<file path="src/nnPkg.sv">
package nnPkg;

	// ============================================================
	// Word type and layer sizes
	// ============================================================
	localparam int DataWidth = 32;
	localparam int NumFeatures = 15;
	localparam int NumHidden = 4;
	localparam int NumClasses = 3;
	localparam int ClassIdxWidth = $clog2(NumClasses);
	localparam int LayerLatency = 3; // Input, sum and ReLU stages.

	typedef logic [DataWidth-1:0] word_t; // Two's complement.

	typedef struct packed {
		logic [ClassIdxWidth-1:0] classIdx;
		word_t score;
	} classResult_t;

	// ============================================================
	// Hidden layer constants
	// ============================================================
	// Element i of row n multiplies feature i in hidden neuron n.
	localparam word_t [0:NumHidden-1][0:NumFeatures-1] HiddenWeights = '{
		'{ 139, 1107, 2357, -3670, 1138, 2341, -1254, -3157,
			-7633, 3206, 5052, -3168, -2939, 6275, 2352 },
		'{ -2210, 845, 3912, 1476, -5120, 733, 2688, -1893,
			4410, -967, 1502, 3384, -2745, 619, -4061 },
		'{ 3027, -1648, -712, 5289, 2266, -3941, 1873, 4127,
			-1095, -2583, 776, -6012, 3458, 1219, -937 },
		'{ -1344, 2901, -4478, 862, 3315, 1587, -2269, 5736,
			2044, -3389, -1176, 2613, 4892, -3050, 1431 }
	};

	localparam word_t [0:NumHidden-1] HiddenBias = '{ 301, -512, 1024, -77 };

	// ============================================================
	// Output layer constants
	// ============================================================
	localparam word_t [0:NumClasses-1][0:NumHidden-1] OutputWeights = '{
		'{ 3, -2, 5, 1 },
		'{ -4, 6, -1, 2 },
		'{ 2, 1, -3, 4 }
	};

	localparam word_t [0:NumClasses-1] OutputBias = '{ 16, -8, 0 };

endpackage

</file>
<file path="src/argmaxSelect.sv">
`timescale 1ns/1ps

module argmaxSelect #(
	parameter int NumValues = 3,
	parameter int IdxWidth = 2
) (
	input logic clk,
	input logic reset,
	input nnPkg::word_t [NumValues-1:0] values,
	output nnPkg::classResult_t result
);

	logic [IdxWidth-1:0] bestIdx;
	nnPkg::word_t bestValue;

	// Values come from ReLU, so an unsigned compare is enough.
	always_comb
	begin
		bestIdx = '0;
		bestValue = values[0];
		for (int i = 1; i < NumValues; i++)
		begin
			if (values[i] > bestValue) // Strict compare keeps ties at the lowest index.
			begin
				bestIdx = i[IdxWidth-1:0];
				bestValue = values[i];
			end
		end
	end

	always_ff @(posedge clk)
	begin
		if (reset)
		begin
			result <= '0;
		end
		else
		begin
			result.classIdx <= bestIdx;
			result.score <= bestValue;
		end
	end

endmodule

</file>
<file path="config.mk">
export PLATFORM = sky130hd
export DESIGN_NAME = argmaxSelect
export DESIGN_NICKNAME = d
export VERILOG_FILES = /design/src/nnPkg.sv /design/src/argmaxSelect.sv
export SDC_FILE = /design/constraint.sdc
export NUM_CORES = 1
export LEC_CHECK = 0
export BUFFER_PORTS_ARGS = -buffer_cell sky130_fd_sc_hd__buf_2
export CAP_MARGIN = 20
export CORE_UTILIZATION = 30
export DETAILED_ROUTE_END_ITERATION = 10
export GPL_TIMING_DRIVEN = 0
export PLACE_DENSITY = 0.59
export SKIP_CTS_REPAIR_TIMING = 1
export SLEW_MARGIN = 20
export SYNTH_ARGS = -nofsm -noshare
export SYNTH_HDL_FRONTEND = slang
export SYNTH_SLANG_ARGS = --single-unit
</file>
<file path="constraint.sdc">
create_clock -name clk -period 7.1 [get_ports clk]
set_clock_uncertainty 0.15 [all_clocks]
set_input_delay 2.13 -clock clk [delete_from_list [all_inputs] [get_ports clk]]
set_output_delay 2.13 -clock clk [all_outputs]
set_load 0.03 [all_outputs]
</file>
==> results.tsv <==
metric	value	unit
cpPeakStageDelay	0.81	ns
ys_types	41	
synth.most_common_cell	ha_1	
placedCellCount	721	
drt_iter0_markers	173	
fin_crit_sh	93.5	%
synth_commonest_cells	ha_1, a21oi_1, inv_1	
crit_buf_inv	4	
reg_top3	result (34)	
cpMaxStageDelayCell	a2111oi_0	
dr_total_vias	3758	
hold_class	in2reg	
clock-sinks	34	
cts_made_buffers	5	
grt_max_degree	11	
end_kind	flop	
synth_edf_count	0	
postSynthAreaPerCell	8.81	sq um
crit_path_max_fanout	10	
cts_tree	done	
path_delay_family	compound AO/OA/AOI/OAI gates	
placed_area	4590	sq um
top_level_ports	132	
syn_inst	423	
worst-path-stages	17	
grt_antenna_before_repair	0	
p_leak	2.18	nW
critical_path_class	in2reg	
final_area	4730	sq um
routed_via_density	5.16	
grt_overflow	0	
crit_start	values[9]	
io_buffers	130	
fin_crit	6.64	ns
die-area	12900	sq um
synth-async-reset-ratio	0	%
fmax	151	MHz
wl	12200	um
hpwl	9920	um
drive_above_1_share	40.2	%
irDropWorstVdd	0.0953	mV
area_growth	26.9	%
crit_path_end	result[9]	
die_height	113	um
syn-cell-area	3730	sq um
slew_violations	0	
slew-limit-headroom	40.1	%
dr.pass1.iters	4	
yosys.area.top_type	ha_1	
antenna_left	0	
grt_pass1_vias	3733	
clk_pin_slew	0.06	ns
synth_top_cell_area_share	21.5	%
largest-register	result	
rsz0062_at_grt	no	
maxCapViolCount	0	
ys_warn_count	0	
grt_use_total	19.3	%
syn_nets	585	
max_slew.worst_pin.slew	0.876	ns
crit_chain	buf_2 -> inv_1 -> ha_1 -> nand4_1 -> a2111oi_0 -> o31ai_2 -> clkbuf_1 -> nand3_1 -> and2_1 -> ha_1 -> nand4_1 -> nor2_1 -> a221o_1 -> o311ai_2 -> buf_2 -> a21oi_1 -> a311oi_2	
final_cells	729	
grt_pass1_wl	19200	um
powerDensity	185	nW/um^2
holdPathStages	3	
htreeDepth	2	
core_area	12100	sq um
cp.arrival	6.67	ns
cts_max_path_buffers	2	
drc_errors	0	
cp-start-kind	primary input	
rows	40	
synth_flop_cell	dfxtp_1	
synthTopCellsByArea	ha_1, dfxtp_1, a311oi_2, a21oi_1, o21ai_2	
nNetsFinal	722	
synth-seq-cells	34	
largest_reg_flops	34	
drt-wirelength-per-cell	16.7	um
crit_required	7.13	ns
finalWeightedCongestion	0.850	
status	completed	
setup_viol_count_final	0	
initial_core_util	30.9	%
cts.root.buffer_cell	clkbuf_16	
die_w	113	um
fillers	1265	
ys_seq_area_share	18.3	%
hold_viol_final	0	
cell usage in the layout (no fill, tap or decap), types with 2 or more instances in the layout:
master     synthesis  final
a21o_1             4      4
a21oi_1           57     57
a221o_1            2      2
a311oi_1           3      3
a311oi_2          29     29
and2_1            32     32
buf_2              8    138
buf_6             10     10
clkbuf_1           6      8
clkbuf_16          0      5
dfxtp_1           34     34
ha_1              64     64
inv_1             37     37
nand2_1           13     13
nand3_1           36     36
nand4_1           16     16
nor2_1             5      5
nor2b_1            2      2
nor4_2             2      2
o211ai_1           2      2
o21a_1             4      4
o21ai_0            3      3
o21ai_1            4      4
o21ai_2           30     30
o221ai_1           2      2
o2bb2ai_1          2      2
cell type report:
cell class / count / area (sq um) / share of cell area, %
tap: 168 / 210 / 4.45
inverter: 37 / 139 / 2.94
buffer: 26 / 186 / 3.94
timing repair buffer: 130 / 651 / 13.8
sequential: 34 / 681 / 14.4
antenna: 1 / 2.50 / 0.0529
clock buffer: 7 / 133 / 2.80
multi-input combinational: 326 / 2730 / 57.7
where the power goes:
part           leakage (nW)  switching (mW)  internal [mW]
sequential            0.284         0.00680          0.221
clock                0.0640          0.0837          0.129
combinational          1.84           0.265          0.170
metrics by stage:
| step | utilization [%] | setup WS (ns) | power [mW] | setup TNS (ns) | hold WS, ns |
|---|---|---|---|---|---|
| detailed placement | 38.0 | -0.00268 | 0.666 | -0.00268 | 2.30 |
| floorplan | - | 1.15 | 0.536 | 0 | 2.16 |
| finish | 39.2 | 0.460 | 0.875 | 0 | 2.02 |
| global placement | 38.0 | 0.00864 | 0.661 | 0 | 2.30 |
| global route | 39.2 | 0.0797 | 0.936 | 0 | 2.01 |
| CTS | 39.1 | 0.268 | 0.884 | 0 | 2.01 |
metal layers:
metal	vias to the layer above	global-route usage [%]	share of wire [%]
met4	0	4.30	0.95
met3	7	2.76	4.6
met1	1765	24.7	45
met5	-	0	0
met2	105	33.9	49
li1	1881	-	-
worst min path at each step:
| stage | start | end |
|---|---|---|
| 2_1_floorplan | values[1] | result[1] |
| 3_3_place_gp | values[53] | result[21] |
| 3_5_place_dp | values[63] | result[31] |
| 4_1_cts | values[43] | result[11] |
| 5_1_grt | values[46] | result[14] |
| 6_report | values[46] | result[14] |
logic make-up (layout without fill, tap and decap cells):
logic type	after synthesis	in the layout	share of synthesized area (%)
AOI/OAI and AO/OA	150	150	34.0
and+or+nand+nor	112	112	17.5
adders and majority gates	64	64	21.5
buffers and inverters	63	200	8.73
DFF	34	34	18.3
other	0	1	0
(Power assumes the default switching activity.)
